`src/source/fe_pkg.sv`:
```
package fe_pkg;

    //////////////////////////////////////////////////////////////////////
    // widths with a meaning
    //////////////////////////////////////////////////////////////////////

    // instruction address
    typedef logic [31:0] addr_t;

    // instruction word
    // [31:28] opcode, [25:0] signed byte offset
    // compare splits the low bits into [25:13] and [12:0]
    typedef logic [31:0] inst_t;

    // raw opcode field of the word
    typedef logic [3:0] opc_t;

    // one compare operand
    typedef logic [12:0] operand_t;

    // exception cause code
    typedef logic [5:0] cause_t;

    //////////////////////////////////////////////////////////////////////
    // decoded operations
    //////////////////////////////////////////////////////////////////////

    // encodings match the opcode field, anything else is illegal
    typedef enum logic [3:0] {
        OP_SEQ     = 4'h0,
        OP_B       = 4'h1,
        OP_BF      = 4'h2,
        OP_CMP     = 4'h3,
        OP_SYSCALL = 4'h4,
        OP_ERTN    = 4'h5,
        OP_ILL     = 4'hF
    } op_t;

    //////////////////////////////////////////////////////////////////////
    // cause codes
    //////////////////////////////////////////////////////////////////////

    localparam cause_t CAUSE_INT  = 6'h00;
    localparam cause_t CAUSE_ADEF = 6'h08;
    localparam cause_t CAUSE_SYS  = 6'h0B;
    localparam cause_t CAUSE_INE  = 6'h0D;
    // no exception
    localparam cause_t CAUSE_NONE = 6'h3F;

endpackage
```
`src/source/fe_if.sv`:
```
`timescale 1ns/1ps

// decode to execute, one strobe per instruction
interface dec_if
    import fe_pkg::*;
();
    logic     valid;
    addr_t    pc;
    op_t      op;
    // already sign extended
    addr_t    offset;
    operand_t cmp_a;
    operand_t cmp_b;
    // ADEF or INT when the word was never fetched
    cause_t   pre_cause;

    modport src (output valid, pc, op, offset, cmp_a, cmp_b, pre_cause);
    modport dst (input valid, pc, op, offset, cmp_a, cmp_b, pre_cause);
endinterface

// execute to result, one strobe per instruction
interface exe_if
    import fe_pkg::*;
();
    logic   valid;
    addr_t  pc;
    // resolved fall-through or branch target
    addr_t  next_pc;
    cause_t cause;
    logic   is_ertn;

    modport src (output valid, pc, next_pc, cause, is_ertn);
    modport dst (input valid, pc, next_pc, cause, is_ertn);
endinterface

```
`src/source/frontend_top.sv`:
```
`timescale 1ns/1ps

module frontend_top
    import fe_pkg::*;
#(
    parameter addr_t RESET_PC  = 32'h0000_0000,
    parameter addr_t EXC_ENTRY = 32'h0000_0100
) (
    input  logic   clk,
    input  logic   rst,
    input  logic   irq,
    input  logic   fetch_ack,
    input  inst_t  fetch_data,
    output logic   fetch_req,
    output addr_t  fetch_addr,
    output logic   retire_valid,
    output addr_t  retire_pc,
    output cause_t retire_cause,
    output addr_t  retire_next
);

    //////////////////////////////////////////////////////////////////////
    // stage links
    //////////////////////////////////////////////////////////////////////

    // pc_reg to fetch_port
    logic   issue;
    addr_t  issue_pc;
    cause_t issue_cause;

    // fetch_port to inst_decode
    logic   fetched_valid;
    addr_t  fetched_pc;
    inst_t  fetched_inst;
    cause_t fetched_cause;

    // commit_result back to pc_reg
    logic   irq_en;
    logic   redirect_valid;
    addr_t  redirect_pc;

    dec_if dec_bus ();
    exe_if exe_bus ();

    pc_reg #(
        .RESET_PC (RESET_PC)
    ) pc_reg_i (
        .clk            (clk),
        .rst            (rst),
        .irq            (irq),
        .irq_en         (irq_en),
        .redirect_valid (redirect_valid),
        .redirect_pc    (redirect_pc),
        .issue          (issue),
        .issue_pc       (issue_pc),
        .issue_cause    (issue_cause)
    );

    fetch_port fetch_port_i (
        .clk           (clk),
        .rst           (rst),
        .issue         (issue),
        .issue_pc      (issue_pc),
        .issue_cause   (issue_cause),
        .fetch_req     (fetch_req),
        .fetch_addr    (fetch_addr),
        .fetch_ack     (fetch_ack),
        .fetch_data    (fetch_data),
        .fetched_valid (fetched_valid),
        .fetched_pc    (fetched_pc),
        .fetched_inst  (fetched_inst),
        .fetched_cause (fetched_cause)
    );

    inst_decode inst_decode_i (
        .clk           (clk),
        .rst           (rst),
        .fetched_valid (fetched_valid),
        .fetched_pc    (fetched_pc),
        .fetched_inst  (fetched_inst),
        .fetched_cause (fetched_cause),
        .dec           (dec_bus.src)
    );

    branch_execute branch_execute_i (
        .clk (clk),
        .rst (rst),
        .dec (dec_bus.dst),
        .exe (exe_bus.src)
    );

    commit_result #(
        .EXC_ENTRY (EXC_ENTRY)
    ) commit_result_i (
        .clk            (clk),
        .rst            (rst),
        .exe            (exe_bus.dst),
        .irq_en         (irq_en),
        .redirect_valid (redirect_valid),
        .redirect_pc    (redirect_pc),
        .retire_valid   (retire_valid),
        .retire_pc      (retire_pc),
        .retire_cause   (retire_cause),
        .retire_next    (retire_next)
    );

endmodule

```
`src/source/commit_result.sv`:
```
`timescale 1ns/1ps

module commit_result
    import fe_pkg::*;
#(
    parameter addr_t EXC_ENTRY = 32'h0000_0100
) (
    input  logic   clk,
    input  logic   rst,
    exe_if.dst     exe,
    output logic   irq_en,
    output logic   redirect_valid,
    output addr_t  redirect_pc,
    output logic   retire_valid,
    output addr_t  retire_pc,
    output cause_t retire_cause,
    output addr_t  retire_next
);

    // saved return address
    addr_t  era;
    // cause of the exception being handled
    // NONE outside a handler
    cause_t ecause;
    // first cycle out of reset
    logic   boot;

    //////////////////////////////////////////////////////////////////////
    // exception state and strobes
    //////////////////////////////////////////////////////////////////////

    always_ff @(posedge clk) begin
        if (rst) begin
            boot           <= 1'b1;
            irq_en         <= 1'b0;
            ecause         <= CAUSE_NONE;
            redirect_valid <= 1'b0;
            retire_valid   <= 1'b0;
        end else begin
            boot           <= 1'b0;
            redirect_valid <= exe.valid;
            retire_valid   <= exe.valid;
            // interrupts open one cycle after reset
            if (boot) begin
                irq_en <= 1'b1;
            end
            if (exe.valid) begin
                if (exe.cause != CAUSE_NONE) begin
                    ecause <= exe.cause;
                    irq_en <= 1'b0;
                end else if (exe.is_ertn) begin
                    ecause <= CAUSE_NONE;
                    irq_en <= 1'b1;
                end
            end
        end
    end

    // return address and trace payload
    always_ff @(posedge clk) begin
        if (exe.valid) begin
            retire_pc    <= exe.pc;
            retire_cause <= exe.cause;
            if (exe.cause != CAUSE_NONE) begin
                // syscall resumes past itself while other faults retry
                era         <= (exe.cause == CAUSE_SYS) ? exe.pc + 32'd4 : exe.pc;
                redirect_pc <= EXC_ENTRY;
            end else if (exe.is_ertn) begin
                redirect_pc <= era;
            end else begin
                redirect_pc <= exe.next_pc;
            end
        end
    end

    // trace reports the address fetched next
    assign retire_next = redirect_pc;

    a_retire_redirect: assert property (@(posedge clk) disable iff (rst)
        retire_valid |-> redirect_valid)
        else $error("retire without redirect");

    // no interrupt reaches retire while a handler is running
    a_handler_masked: assert property (@(posedge clk) disable iff (rst)
        exe.valid && exe.cause == CAUSE_INT |-> ecause == CAUSE_NONE)
        else $error("interrupt taken inside an exception handler");

endmodule

```
`src/source/branch_execute.sv`:
```
`timescale 1ns/1ps

module branch_execute
    import fe_pkg::*;
(
    input  logic clk,
    input  logic rst,
    dec_if.dst   dec,
    exe_if.src   exe
);

    // result of the last compare
    logic   flag;

    logic   taken;
    addr_t  target;
    addr_t  seq_pc;
    addr_t  next_pc;
    cause_t cause;

    //////////////////////////////////////////////////////////////////////
    // branch resolution
    //////////////////////////////////////////////////////////////////////

    assign taken   = (dec.op == OP_B) || (dec.op == OP_BF && flag);
    assign target  = dec.pc + dec.offset;
    assign seq_pc  = dec.pc + 32'd4;
    assign next_pc = taken ? target : seq_pc;

    // fetch-time cause first, then decode faults
    always_comb begin
        if (dec.pre_cause != CAUSE_NONE) begin
            cause = dec.pre_cause;
        end else if (dec.op == OP_SYSCALL) begin
            cause = CAUSE_SYS;
        end else if (dec.op == OP_ILL) begin
            cause = CAUSE_INE;
        end else begin
            cause = CAUSE_NONE;
        end
    end

    // compare flag and valid strobe
    always_ff @(posedge clk) begin
        if (rst) begin
            flag      <= 1'b0;
            exe.valid <= 1'b0;
        end else begin
            exe.valid <= dec.valid;
            if (dec.valid && dec.op == OP_CMP) begin
                flag <= (dec.cmp_a == dec.cmp_b);
            end
        end
    end

    always_ff @(posedge clk) begin
        if (dec.valid) begin
            exe.pc      <= dec.pc;
            exe.next_pc <= next_pc;
            exe.cause   <= cause;
            exe.is_ertn <= (dec.op == OP_ERTN);
        end
    end

endmodule

```
`src/source/inst_decode.sv`:
```
`timescale 1ns/1ps

module inst_decode
    import fe_pkg::*;
(
    input  logic   clk,
    input  logic   rst,
    input  logic   fetched_valid,
    input  addr_t  fetched_pc,
    input  inst_t  fetched_inst,
    input  cause_t fetched_cause,
    dec_if.src     dec
);

    // opcode field to operation, unknown codes are illegal
    function automatic op_t decode_op(input opc_t opc);
        op_t op;
        case (opc)
            4'h0:    op = OP_SEQ;
            4'h1:    op = OP_B;
            4'h2:    op = OP_BF;
            4'h3:    op = OP_CMP;
            4'h4:    op = OP_SYSCALL;
            4'h5:    op = OP_ERTN;
            default: op = OP_ILL;
        endcase
        return op;
    endfunction

    opc_t  opc;
    addr_t offset_ext;
    op_t   op_dec;

    assign opc        = fetched_inst[31:28];
    // 26-bit byte offset, sign extended
    assign offset_ext = {{6{fetched_inst[25]}}, fetched_inst[25:0]};

    // an unfetched word carries no real operation
    assign op_dec = (fetched_cause != CAUSE_NONE) ? OP_SEQ : decode_op(opc);

    //////////////////////////////////////////////////////////////////////
    // decode register
    //////////////////////////////////////////////////////////////////////

    always_ff @(posedge clk) begin
        if (rst) begin
            dec.valid <= 1'b0;
        end else begin
            dec.valid <= fetched_valid;
        end
    end

    always_ff @(posedge clk) begin
        if (fetched_valid) begin
            dec.pc        <= fetched_pc;
            dec.op        <= op_dec;
            dec.offset    <= offset_ext;
            // compare operands share the offset bits
            dec.cmp_a     <= fetched_inst[25:13];
            dec.cmp_b     <= fetched_inst[12:0];
            dec.pre_cause <= fetched_cause;
        end
    end

endmodule

```
`src/source/fetch_port.sv`:
```
`timescale 1ns/1ps

module fetch_port
    import fe_pkg::*;
(
    input  logic   clk,
    input  logic   rst,
    input  logic   issue,
    input  addr_t  issue_pc,
    input  cause_t issue_cause,
    output logic   fetch_req,
    output addr_t  fetch_addr,
    input  logic   fetch_ack,
    input  inst_t  fetch_data,
    output logic   fetched_valid,
    output addr_t  fetched_pc,
    output inst_t  fetched_inst,
    output cause_t fetched_cause
);

    typedef enum logic [1:0] {IDLE, REQ, WAIT_LOW, SKIP} state_t;

    state_t state;

    // issue that lands while ack is still high from the last word
    logic   pend;
    addr_t  pend_pc;
    cause_t pend_cause;

    logic   take;
    addr_t  take_pc;
    cause_t take_cause;

    assign take       = issue || pend;
    assign take_pc    = pend ? pend_pc : issue_pc;
    assign take_cause = pend ? pend_cause : issue_cause;

    //////////////////////////////////////////////////////////////////////
    // four-phase master
    //////////////////////////////////////////////////////////////////////

    always_ff @(posedge clk) begin
        if (rst) begin
            state         <= IDLE;
            fetch_req     <= 1'b0;
            fetched_valid <= 1'b0;
            pend          <= 1'b0;
        end else begin
            fetched_valid <= 1'b0;
            if (issue && state != IDLE) begin
                pend <= 1'b1;
            end
            case (state)
                IDLE: begin
                    if (take) begin
                        pend <= 1'b0;
                        // pre-caused word bypasses the memory
                        if (take_cause != CAUSE_NONE) begin
                            fetched_valid <= 1'b1;
                            state         <= SKIP;
                        end else begin
                            fetch_req <= 1'b1;
                            state     <= REQ;
                        end
                    end
                end
                REQ: begin
                    // data valid with ack, drop req
                    if (fetch_ack) begin
                        fetch_req     <= 1'b0;
                        fetched_valid <= 1'b1;
                        state         <= WAIT_LOW;
                    end
                end
                WAIT_LOW: begin
                    // no new req until ack is back low
                    if (!fetch_ack) begin
                        state <= IDLE;
                    end
                end
                SKIP: state <= IDLE;
                default: state <= IDLE;
            endcase
        end
    end

    // address and word capture
    always_ff @(posedge clk) begin
        if (issue && state != IDLE) begin
            pend_pc    <= issue_pc;
            pend_cause <= issue_cause;
        end
        if (state == IDLE && take) begin
            fetch_addr    <= take_pc;
            fetched_pc    <= take_pc;
            fetched_cause <= take_cause;
            fetched_inst  <= '0;
        end else if (state == REQ && fetch_ack) begin
            fetched_inst <= fetch_data;
        end
    end

    // memory may look at the address for the whole req phase
    a_addr_stable: assert property (@(posedge clk) disable iff (rst)
        fetch_req |=> !fetch_req || $stable(fetch_addr))
        else $error("fetch_addr changed while fetch_req was high");

endmodule

```
`src/source/pc_reg.sv`:
```
`timescale 1ns/1ps

module pc_reg
    import fe_pkg::*;
#(
    parameter addr_t RESET_PC = 32'h0000_0000
) (
    input  logic   clk,
    input  logic   rst,
    input  logic   irq,
    input  logic   irq_en,
    input  logic   redirect_valid,
    input  addr_t  redirect_pc,
    output logic   issue,
    output addr_t  issue_pc,
    output cause_t issue_cause
);

    // current fetch address
    addr_t pc;
    // instruction in flight, waits for its redirect
    logic  busy;

    //////////////////////////////////////////////////////////////////////
    // address and issue interlock
    //////////////////////////////////////////////////////////////////////

    always_ff @(posedge clk) begin
        if (rst) begin
            pc    <= RESET_PC;
            busy  <= 1'b0;
            issue <= 1'b0;
        end else begin
            // first issue right after reset, later ones after each redirect
            issue <= !issue && (!busy || redirect_valid);
            if (issue) begin
                busy <= 1'b1;
            end else if (redirect_valid) begin
                busy <= 1'b0;
            end
            // every retire redirects, so no sequential increment here
            if (redirect_valid) begin
                pc <= redirect_pc;
            end
        end
    end

    assign issue_pc = pc;

    // misaligned fetch wins over a pending interrupt
    always_comb begin
        if (pc[1:0] != 2'b00) begin
            issue_cause = CAUSE_ADEF;
        end else if (irq && irq_en) begin
            issue_cause = CAUSE_INT;
        end else begin
            issue_cause = CAUSE_NONE;
        end
    end

    // one instruction in flight at a time
    a_no_issue_busy: assert property (@(posedge clk) disable iff (rst) busy |-> !issue)
        else $error("pc_reg issued while an instruction is in flight");

endmodule

```
`config.mk`:
```
export PLATFORM = sky130hd
export DESIGN_NAME = frontend_top
export DESIGN_NICKNAME = d
export VERILOG_FILES = /design/src/source/fe_pkg.sv /design/src/source/fe_if.sv /design/src/source/frontend_top.sv /design/src/source/commit_result.sv /design/src/source/branch_execute.sv /design/src/source/inst_decode.sv /design/src/source/fetch_port.sv /design/src/source/pc_reg.sv
export SDC_FILE = /design/constraint.sdc
export NUM_CORES = 1
export LEC_CHECK = 0
export BUFFER_PORTS_ARGS = -buffer_cell sky130_fd_sc_hd__buf_4
export CAP_MARGIN = 20
export CORE_MARGIN = 2
export CORE_UTILIZATION = 40
export DETAILED_ROUTE_END_ITERATION = 12
export GPL_ROUTABILITY_DRIVEN = 1
export PLACE_DENSITY = 0.69
export SYNTH_ARGS = -nofsm -noshare
export SYNTH_HDL_FRONTEND = slang
export SYNTH_HIERARCHICAL = 1
export SYNTH_SLANG_ARGS = --single-unit
```
`constraint.sdc`:
```
create_clock -name clk -period 3.49 [get_ports clk]
set_input_delay 0 -clock clk [delete_from_list [all_inputs] [get_ports clk]]
set_output_delay 0 -clock clk [all_outputs]
set_load 0.02 [all_outputs]
```
=== After elaboration in Yosys (flattened, before gate mapping) ===
Index checks and enable logic that the tools add are counted.

* Flip-flop bits (word level): 420
* Bits of input ports: 36
* Output and inout port bits: 104
* Word-level logic and storage cells: 114

* $add $sub $neg: 3
* Equality and inequality tests: 24
* Mux-type cells: 34
* Reduce and logical (&&, ||, !) cells: 21

{| class="wikitable"
|+ Operator list
! cell !! count
|-
| 2-to-1 mux 32 bit || 4
|-
| adder 32 x 3 -> 32 bit, second input constant || 2
|-
| 2-to-1 mux 6 bit || 6
|-
| adder 32 bit || 1
|-
| inequality test 6 bit, second input constant || 4
|-
| case mux 4 bit (6 select lines) || 1
|-
| == test 4 x 2 -> 1 bit, second input constant || 4
|-
| == test 4 x 3 -> 1 bit, second input constant || 4
|-
| 2-to-1 mux 1 bit || 16
|-
| == test 13 bit || 1
|-
| == test 4 x 1 -> 1 bit, second input constant || 2
|-
| 2-to-1 mux 2 bit || 4
|-
| case mux 2 bit (4 select lines) || 1
|-
| nonzero test 2 bit || 4
|-
| logical AND 1 bit || 7
|-
| == test 6 x 4 -> 1 bit, second input constant || 1
|-
| inequality test 2 bit, second input constant || 3
|-
| == test 2 bit, second input constant || 2
|-
| == test 4 bit, second input constant || 1
|-
| logical NOT 4 bit || 1
|-
| case mux 1 bit (2 select lines) || 2
|-
| AND reduction 4 bit || 1
|-
| logical OR 1 bit || 3
|-
| AND reduction 3 bit || 1
|-
| other kinds (5) || 6
|}

=== Logic depth before layout (Yosys ltp) ===
Gate-level depths: netlist of the first run.

* Word-level depth: 8
* Depth in mapped cells: 10

=== Hierarchy ===
Netlist of the first run, hierarchy kept.

{| class="wikitable"
|+ By module, submodules not included
! module !! times used !! cells an instance !! area each (µm²) !! sequential area each (µm²)
|-
| branch_execute || 1 || 502 || 5170.0 || 2172.1
|-
| commit_result || 1 || 320 || 4590.7 || 3123.0
|-
| fetch_port || 1 || 321 || 4326.6 || 3022.9
|-
| inst_decode || 1 || 112 || 2368.5 || 2062.0
|-
| pc_reg || 1 || 117 || 1280.0 || 680.7
|}

=== Least setup slack after synthesis of the first run ===
OpenSTA, ideal clock, no wires.

* Path type: flip-flop to flip-flop
* From: register branch_execute_i.exe.valid
* To: register commit_result_i.era[0] (enable)
* Arrival: 2.860 ns
* Data required time: 3.097 ns
* Setup slack: 0.237 ns
* Cell stages (with the launch flop): 2
* Period minus slack after synthesis: 3.253 ns
* Cell sequence: dfxtp_1 and2_1

* Longest elaborated chain between the ends: 1

{| class="wikitable"
|+ RTL lines
! what !! RTL line !! text
|-
| start, declared || fe_if.sv:32 || <nowiki>modport src (output valid, pc, next_pc, cause, is_ertn);</nowiki>
|-
| AND reduction 2 bit (no line) || - ||
|-
| end signal, assigned || commit_result.sv:66 || <nowiki>era <= (exe.cause == CAUSE_SYS) ? exe.pc + 32'd4 : exe.pc;</nowiki>
|-
| end, declared || commit_result.sv:21 || <nowiki>addr_t era;</nowiki>
|}

Every way passes these cells.
A chain may end at the register's enable or synchronous reset.

=== Final worst setup path of the first run ===
* From: register inst_decode_i.dec.offset[0]
* To: register branch_execute_i.exe.next_pc[28], data pin

* Longest elaborated chain between the ends: 2

{| class="wikitable"
|+ RTL lines
! what !! RTL line !! text
|-
| start, declared || fe_if.sv:17 || <nowiki>modport src (output valid, pc, op, offset, cmp_a, cmp_b, pre_cause);</nowiki>
|-
| start signal, assigned || inst_decode.sv:57 || <nowiki>dec.offset <= offset_ext;</nowiki>
|-
| adder 32 bit || branch_execute.sv:26 || <nowiki>assign target = dec.pc + dec.offset;</nowiki>
|-
| 2-to-1 mux 32 bit || branch_execute.sv:28 || <nowiki>assign next_pc = taken ? target : seq_pc;</nowiki>
|-
| via branch_execute_i.next_pc[28] || branch_execute.sv:18 || <nowiki>addr_t next_pc;</nowiki>
|-
| end, declared || fe_if.sv:32 ||
|}

The timed path passes the listed nets, and every way through them passes these cells.

==> results of run 1 <==
-- final cells by class --
type / instances / area, µm² / area share
Tap cell: 592 / 741 / 0.0369
Timing Repair Buffer: 184 / 1490 / 0.0742
Inverter: 19 / 71.3 / 0.00356
Clock buffer: 55 / 1040 / 0.0517
Clock inverter: 14 / 168 / 0.00836
Sequential cell: 392 / 11000 / 0.550
Multi-Input combinational cell: 795 / 5520 / 0.275
-- critical path: cells and delay by family (launching register included) --
kind	cells	cell delay [ps]
DFF	1	420
muxes	1	90
xor gates and xnor gates	1	170
adders and majority gates	2	660
AOI/OAI and AO/OA	5	1290
-- final timing paths --
path | from | end | cells past startpoint
worst max-delay path | inst_decode_i/dec.offset[0]$_DFFE_PP_ | branch_execute_i/exe.next_pc[28]$_DFFE_PP_ | 9
worst min-delay path | fetch_data[21] | fetch_port_i/fetched_inst[21]$_SDFFE_PP0N_ | 4
worst max register to register | inst_decode_i/dec.offset[0]$_DFFE_PP_ | branch_execute_i/exe.next_pc[28]$_DFFE_PP_ | 9
worst min register to register | fetch_port_i/fetched_inst[17]$_SDFFE_PP0N_ | inst_decode_i/dec.offset[17]$_DFFE_PP_ | 0
-- power groups by stage --
stage               clock [mW]  combinational [mW]  sequential [mW]
finish                    4.01                1.37             5.72
global route              4.26                1.51             5.76
CTS                       4.09                1.38             5.72
detailed placement           0                1.34             5.82
global placement             0                1.33             5.81
floorplan                    0               0.968             5.82
-- metal layers --
| layer | vias to the layer above | routed length, µm |
|---|---|---|
| met2 | 284 | 17200 |
| met5 | - | 0 |
| met3 | 54 | 2200 |
| met4 | 0 | 978 |
| met1 | 5070 | 18700 |
| li1 | 4985 | - |
-- through the flow --
step	setup slack [ps]	power (mW)	cell area (µm²)	hold slack, ps	instances
3_5_place_dp	604	7.16	18500	271	1949
5_1_grt	419	11.5	20100	285	2051
2_1_floorplan	237	6.78	17700	27.7	1364
4_1_cts	571	11.2	20100	258	2051
6_report	594	11.1	20100	269	2051
3_3_place_gp	651	7.14	18500	266	1949
-- repair_timing --
| action | in CTS | in global routing |
|---|---|---|
| setup endpoints to repair | 0 | 0 |
| hold buffers | 33 | 0 |
| hold endpoints to repair | 61 | 0 |
==> summary by stage, run 1 <==
Floorplanning
The full die area is roughly 46,000 µm². The starting density of the core is 0.402. The die is about 210 µm tall.

The area of the core is roughly 44,000 µm². The die is between 200 and 250 µm wide. During I/O placement, the number of pins put on the boundary was 140. After floorplanning, the core was divided into 77 placement rows.

Layout
The number of antenna repair diodes is 0. The share of cells above drive strength 1 is 0.195. The leading cell type in the layout, fill and taps excluded is sky130_fd_sc_hd__edfxtp_1. In the layout the commonest cells are 317 x sky130_fd_sc_hd__edfxtp_1, 149 x sky130_fd_sc_hd__buf_4, 123 x sky130_fd_sc_hd__nor2_1. Relative to the synthesized area, the layout overhead comes to 13.5%. At the end of the flow, the number of nets in the layout was approximately 1,500.

Counting the fill cells in the layout gives 3,952. Once layout is complete, the utilization of the core stands at 0.456.

Logic synthesis
The total nets after synthesis is 1,434. The combined area of all synthesized cells is roughly 18,000 µm². The average cell area after synthesis is about 13 µm². For this run, the number of Yosys warnings is 6. In the synthesized netlist, the number of instances is 1,364.

Worst setup path
The nature of the critical path endpoint is a flop. Walking the worst path, the cells encountered are ha_1 -> fa_1 -> a21o_1 -> a221oi_4 -> o221ai_2 -> a22oi_1 -> a21oi_1 -> xnor2_1 -> mux2i_1. Data on the critical path is required at its endpoint by roughly 3800 ps. The highest cell delay on the worst timing path is between 400 and 500 ps. The slowest stage of the critical path belongs to the cell sky130_fd_sc_hd__edfxtp_1. The worst setup path is launched from a flop. In this run the worst path has a maximum fanout of 4. Data arrives at the worst endpoint at between 3000 and 4000 ps. For flop-to-flop paths, the worst setup slack is 590 ps.

The start-to-end type of the worst setup path is reg2reg.

Placed design
The detailed placement HPWL is 28,100 µm. The final estimated routing congestion in global placement is 0.857. Port buffering added between 100 and 150 buffers.

GRT
For met2 alone, demand over resource in global routing was 0.256. The initial antenna violation count is 0. Entering global routing, the biggest net connects 70 pins. The met3 capacity usage during global routing is 0.0288. For this run, global-route usage on met1 was measured as 0.245.

Across every metal layer, demand over resource in global routing totals 0.168. The wire length of the first global-routing pass is between 50,000 and 60,000 µm. The number of global-route vias before repair came to a little over 10,000. The overflow left after global routing is 0. The highest-utilization routing layer at the global route stage is met2.

STA
The setup skew after layout is 18.3 ps. Of the available clock period, the critical path in the final layout requires 0.830. The total setup violations reported at the end of the flow is 0.

The minimum period implied by the final worst setup slack is 2900 ps. The total negative slack for setup checks is 0 ps. The max-slew violation total from the final report is 0. Measured against its own limit, the worst slew margin works out to 0.303. Setup repair after global routing left no endpoint under its margin. For the pin with the worst max-slew slack, the measured transition is roughly 1000 ps. The maximum clock rate is roughly 0.35 GHz. The hold violation total from the final report came to 0.

Pwr
For this design the ratio of total power to cell area is ~550 nW/µm². The total internal power is 8.30 mW. The share of total power dissipated in the clock network is 0.361. The worst supply voltage drop on vdd is ~360 µV. The analysis attributes to net switching a power of between 2 and 3 mW.

The static leakage is 7.11 nW. The share of total power dissipated in sequential elements is 0.515. Of the total power, the share spent switching nets is 0.253. The share of total power in combinational logic is 0.124.

Routing
In the final routed layout, each cell accounts on average for around 19 µm. Once detail routing completed, the nets flagged for antenna violations numbered 0. The total vias in the final route is approximately 10,000. The routed design has 39,000 µm of wire. The first-pass detailed-route iteration total is 5. In this run, the number of DRC markers left after iteration 0 of detailed routing was 851. The DRC violation count after routing is 0.

The detailed-route vias per instance is roughly 5.1.

CTS
Counting along the longest clock path gives a buffer depth of 3. The number of gates resized after CTS was 0. In this run, CTS created clock tree buffers numbering 38. The maximum level of the CTS H-tree is 2. The number of buffers inserted to repair setup after CTS is 0. The later pin in the worst-skew pair is clocked with a latency of approximately 540 ps. TritonCTS built the clock tree. After clock tree synthesis, the clock-pin slew on the worst setup and hold paths is 60 ps.

The TritonCTS sink count is 392. The cell chosen for the clock root is sky130_fd_sc_hd__clkbuf_16.

Outcome
The flow ran to the end, and the final reports show no timing, DRC or antenna violations.

Worst hold path
The min-delay analysis places its worst path in the category in2reg.

Flow run
The max-capacitance violation count is 0.
Note: power is estimated with default switching activity, not from simulation.
==> run 2: changes to the inputs <==
==> constraint.sdc (replaced) <==
create_clock -name clk -period 2.6 [get_ports clk]
set_input_delay 0 -clock clk [delete_from_list [all_inputs] [get_ports clk]]
set_output_delay 0 -clock clk [all_outputs]
set_load 0.02 [all_outputs]
==> summary by stage, run 2 (synthesis gave the netlist of run 1 again) <==
Outcome
The run finished, with violations left. The checks that failed: setup timing.

CTS
The total clock buffers created by CTS came to 41 (+7.9%). TritonCTS built the clock tree. The maximum buffer depth of the clock tree is 3 (unchanged). The clock-pin transition on the worst setup and hold timing paths is 60 ps (about the same). The root buffer cell chosen for the clock tree is sky130_fd_sc_hd__clkbuf_16. The worst-skew pair later-pin latency is 560 ps (+20 ps).

The TritonCTS sink count was 392 (unchanged). The maximum level of the CTS H-tree came to 2 (unchanged).

Flow run
The max-capacitance violation count is 0 (unchanged).

Placed design
The detailed placement HPWL came to 29,400 µm (+4.7%). The final estimated routing congestion in global placement came to 0.852 (-0.56%). The post-detailed-placement cell area is 19,300 µm² (+4.5%). The port buffer count is 137 (unchanged).

Layout
The share of cells above drive strength 1 was 0.281 (+0.0861). The net count reported at finish is 1,622 (+8.1%). The number of antenna repair diodes is 0 (unchanged). The area growth from synthesis to layout is 21.6%. In the layout the commonest cells are 317 x sky130_fd_sc_hd__edfxtp_1, 261 x sky130_fd_sc_hd__buf_4, 122 x sky130_fd_sc_hd__nor2_1. The leading cell type in the layout, fill and taps excluded is sky130_fd_sc_hd__edfxtp_1.

The final design instance area without fill is 21,500 µm² (+7.1%).

Worst setup path
The worst register-to-register path begins at inst_decode_i/dec.offset[3]$_DFFE_PP_. The worst setup path is launched from a flop. Among all stages on the critical path, the largest delay is contributed by sky130_fd_sc_hd__edfxtp_1.

The required time at the worst-slack endpoint came to 2900 ps (-870 ps). The endpoint of the lowest-slack register-to-register path is branch_execute_i/exe.next_pc[29]$_DFFE_PP_. The depth of the worst register-to-register path is 9 (unchanged). The critical path in this run is classified as reg2reg.

Traced cell by cell, the critical path runs through ha_4 -> o211ai_1 -> o211ai_2 -> a41oi_2 -> o211ai_1 -> buf_4 -> a31oi_2 -> xnor2_1 -> mux2i_1. The endpoint arrival time on the critical path was 2920 ps (-250 ps). The highest cell delay on the worst timing path was 460 ps (+40 ps). In this design, the critical path's most frequently occurring cell is sky130_fd_sc_hd__o211ai_1.

The register-to-register path setup slack is -20 ps (-610 ps). The nature of the critical path endpoint is a flop. The maximum net fanout on the critical path came to 3 (-1).

Floorplanning
The number of placement rows was 77 (unchanged). The full die area is 45,900 µm² (unchanged). The starting density of the core is 0.402 (unchanged). The vertical die dimension is 214 µm (unchanged). The die width was 214 µm (unchanged). The number of I/O pins is 140 (unchanged). The area of the core is 43,900 µm² (unchanged).

STA
The transition time at the pin with the least slew margin was 973 ps (-72.6 ps). Setup repair after global routing could not meet its margin everywhere. The worst slew margin relative to its limit was 0.350 (+0.0468). The total setup violations reported at the end of the flow is 1 (+1). The total negative slack for setup checks is -15.6 ps (-15.6 ps).

The final clock period utilization by the worst path is 1.01 (+0.176). The setup skew after layout was 12.6 ps (-5.78 ps). The max-slew violation total from the final report is 0 (unchanged). The maximum clock rate is 0.382 GHz (+11%).

The worst path setup slack after routing is -15.6 ps (-609 ps). The minimum period implied by the final worst setup slack is 2620 ps (-281 ps). The hold violation total from the final report is 0 (unchanged).

Routing
The detailed-route vias per instance is 4.97 (-1.9%). The final wirelength was 40,800 µm (+4.5%). The total vias in the final route was 10,800 (+4.1%). The first-pass detailed-route iteration total is 5 (unchanged). The routed length per instance is 18.7 µm (-1.6%). The DRC violation count after routing is 0 (unchanged). The first-iteration detailed-routing DRC count is 755 (-11%). The number of antenna-violating nets in the routed design is 0 (unchanged).

Pwr
The power density relative to cell area was 744 nW/µm² (+34%). The worst supply voltage drop on vdd is 468 µV (+30%). The static leakage is 7.82 nW (+9.9%).

GRT
The wire length of the first global-routing pass is 61,900 µm (+3.3%). The overflow left after global routing was 0 (unchanged). The number of global-route vias before repair is 10,600 (+3.8%). The overall global routing resource usage is 0.175 (+0.00692).

The initial antenna violation count is 0 (unchanged). The pin count of the biggest net entering global routing came to 73 (+4.3%).

Worst hold path
The number of cells traversed by the worst hold path is 4 (unchanged). The path type of the worst min-delay path is in2reg. The worst hold path begins at fetch_data[14]. The sink of the worst hold path is fetch_port_i/fetched_inst[14]$_SDFFE_PP0N_.
[run 2: changes by cell type in the layout (fill, tap and decap cells not counted), sizes merged]
cell,previous run,this run
clkinvlp,0,2
buf,151,269
clkbuf,55,67
dlygate4sd3,33,34
clkinv,7,3
inv,23,21
bufinv,3,2
[run 2: worst max path at each step]
stage / startpoint / end / slack [ps] / cells past startpoint
2_1_floorplan: inst_decode_i/dec.offset[0]$_DFFE_PP_ / branch_execute_i/exe.next_pc[28]$_DFFE_PP_ / 20 / 10
3_3_place_gp: inst_decode_i/dec.pc[11]$_DFFE_PP_ / branch_execute_i/exe.next_pc[27]$_DFFE_PP_ / -60 / 9
3_5_place_dp: inst_decode_i/dec.pc[0]$_DFFE_PP_ / branch_execute_i/exe.next_pc[28]$_DFFE_PP_ / -100 / 9
4_1_cts: inst_decode_i/dec.pc[0]$_DFFE_PP_ / branch_execute_i/exe.next_pc[25]$_DFFE_PP_ / -1 / 10
5_1_grt: inst_decode_i/dec.offset[0]$_DFFE_PP_ / branch_execute_i/exe.next_pc[30]$_DFFE_PP_ / -100 / 9
6_report: inst_decode_i/dec.offset[3]$_DFFE_PP_ / branch_execute_i/exe.next_pc[29]$_DFFE_PP_ / -20 / 9
[run 2: report_power, final]
part / internal, mW / switching (mW) / total, mW / leakage [nW]
Clock: 3.62 / 2.38 / 6.00 / 0.685
Sequential: 7.31 / 0.328 / 7.64 / 3.52
Combinational: 1.05 / 1.29 / 2.34 / 3.61
[run 2: timing repair]
item,CTS,global route
setup endpoints to repair,11,14
buffers inserted,7,9
pin swaps,8,24
hold buffers,34,0
resized for setup,6,37
endpoints found under the hold margin,77,0
[run 2: area by class of cell]
cell class	count	area, µm²
clock buffer	67	1300
clock inverter	9	105
fill	3876	22500
inverter	19	71.3
multi-input combinational	795	5790
sequential	392	11000
tap	592	741
timing repair buffer	303	2440
[run 2: routing by layer]
layer / global-route usage / vias up / part of all wire
li1: - / 5232 / -
met1: 0.255 / 5231 / 0.48
met2: 0.270 / 301 / 0.45
met3: 0.0252 / 58 / 0.055
met4: 0.0553 / 0 / 0.020
met5: 0 / - / 0
[run 2: through the flow]
stage	total power, mW	utilization	instances	worst slack (ps)	hold slack, ps
after floorplan	9.11	-	1364	18.2	27.7
after global placement	9.86	0.440	2052	-60.3	255
after detailed placement	9.90	0.440	2052	-96.7	259
after CTS	16.0	0.482	2169	-1.21	222
after global routing	16.6	0.489	2177	-100	259
final	16.0	0.489	2177	-15.6	251
[run 2: critical path, delay by kind of cell (launching register included)]
kind,cells,cell delay (ps)
AOI/OAI and AO/OA,5,1120
xor gates and xnor gates,1,160
adders and majority gates,1,310
buffers and inverters,1,210
DFF,1,460
muxes,1,90
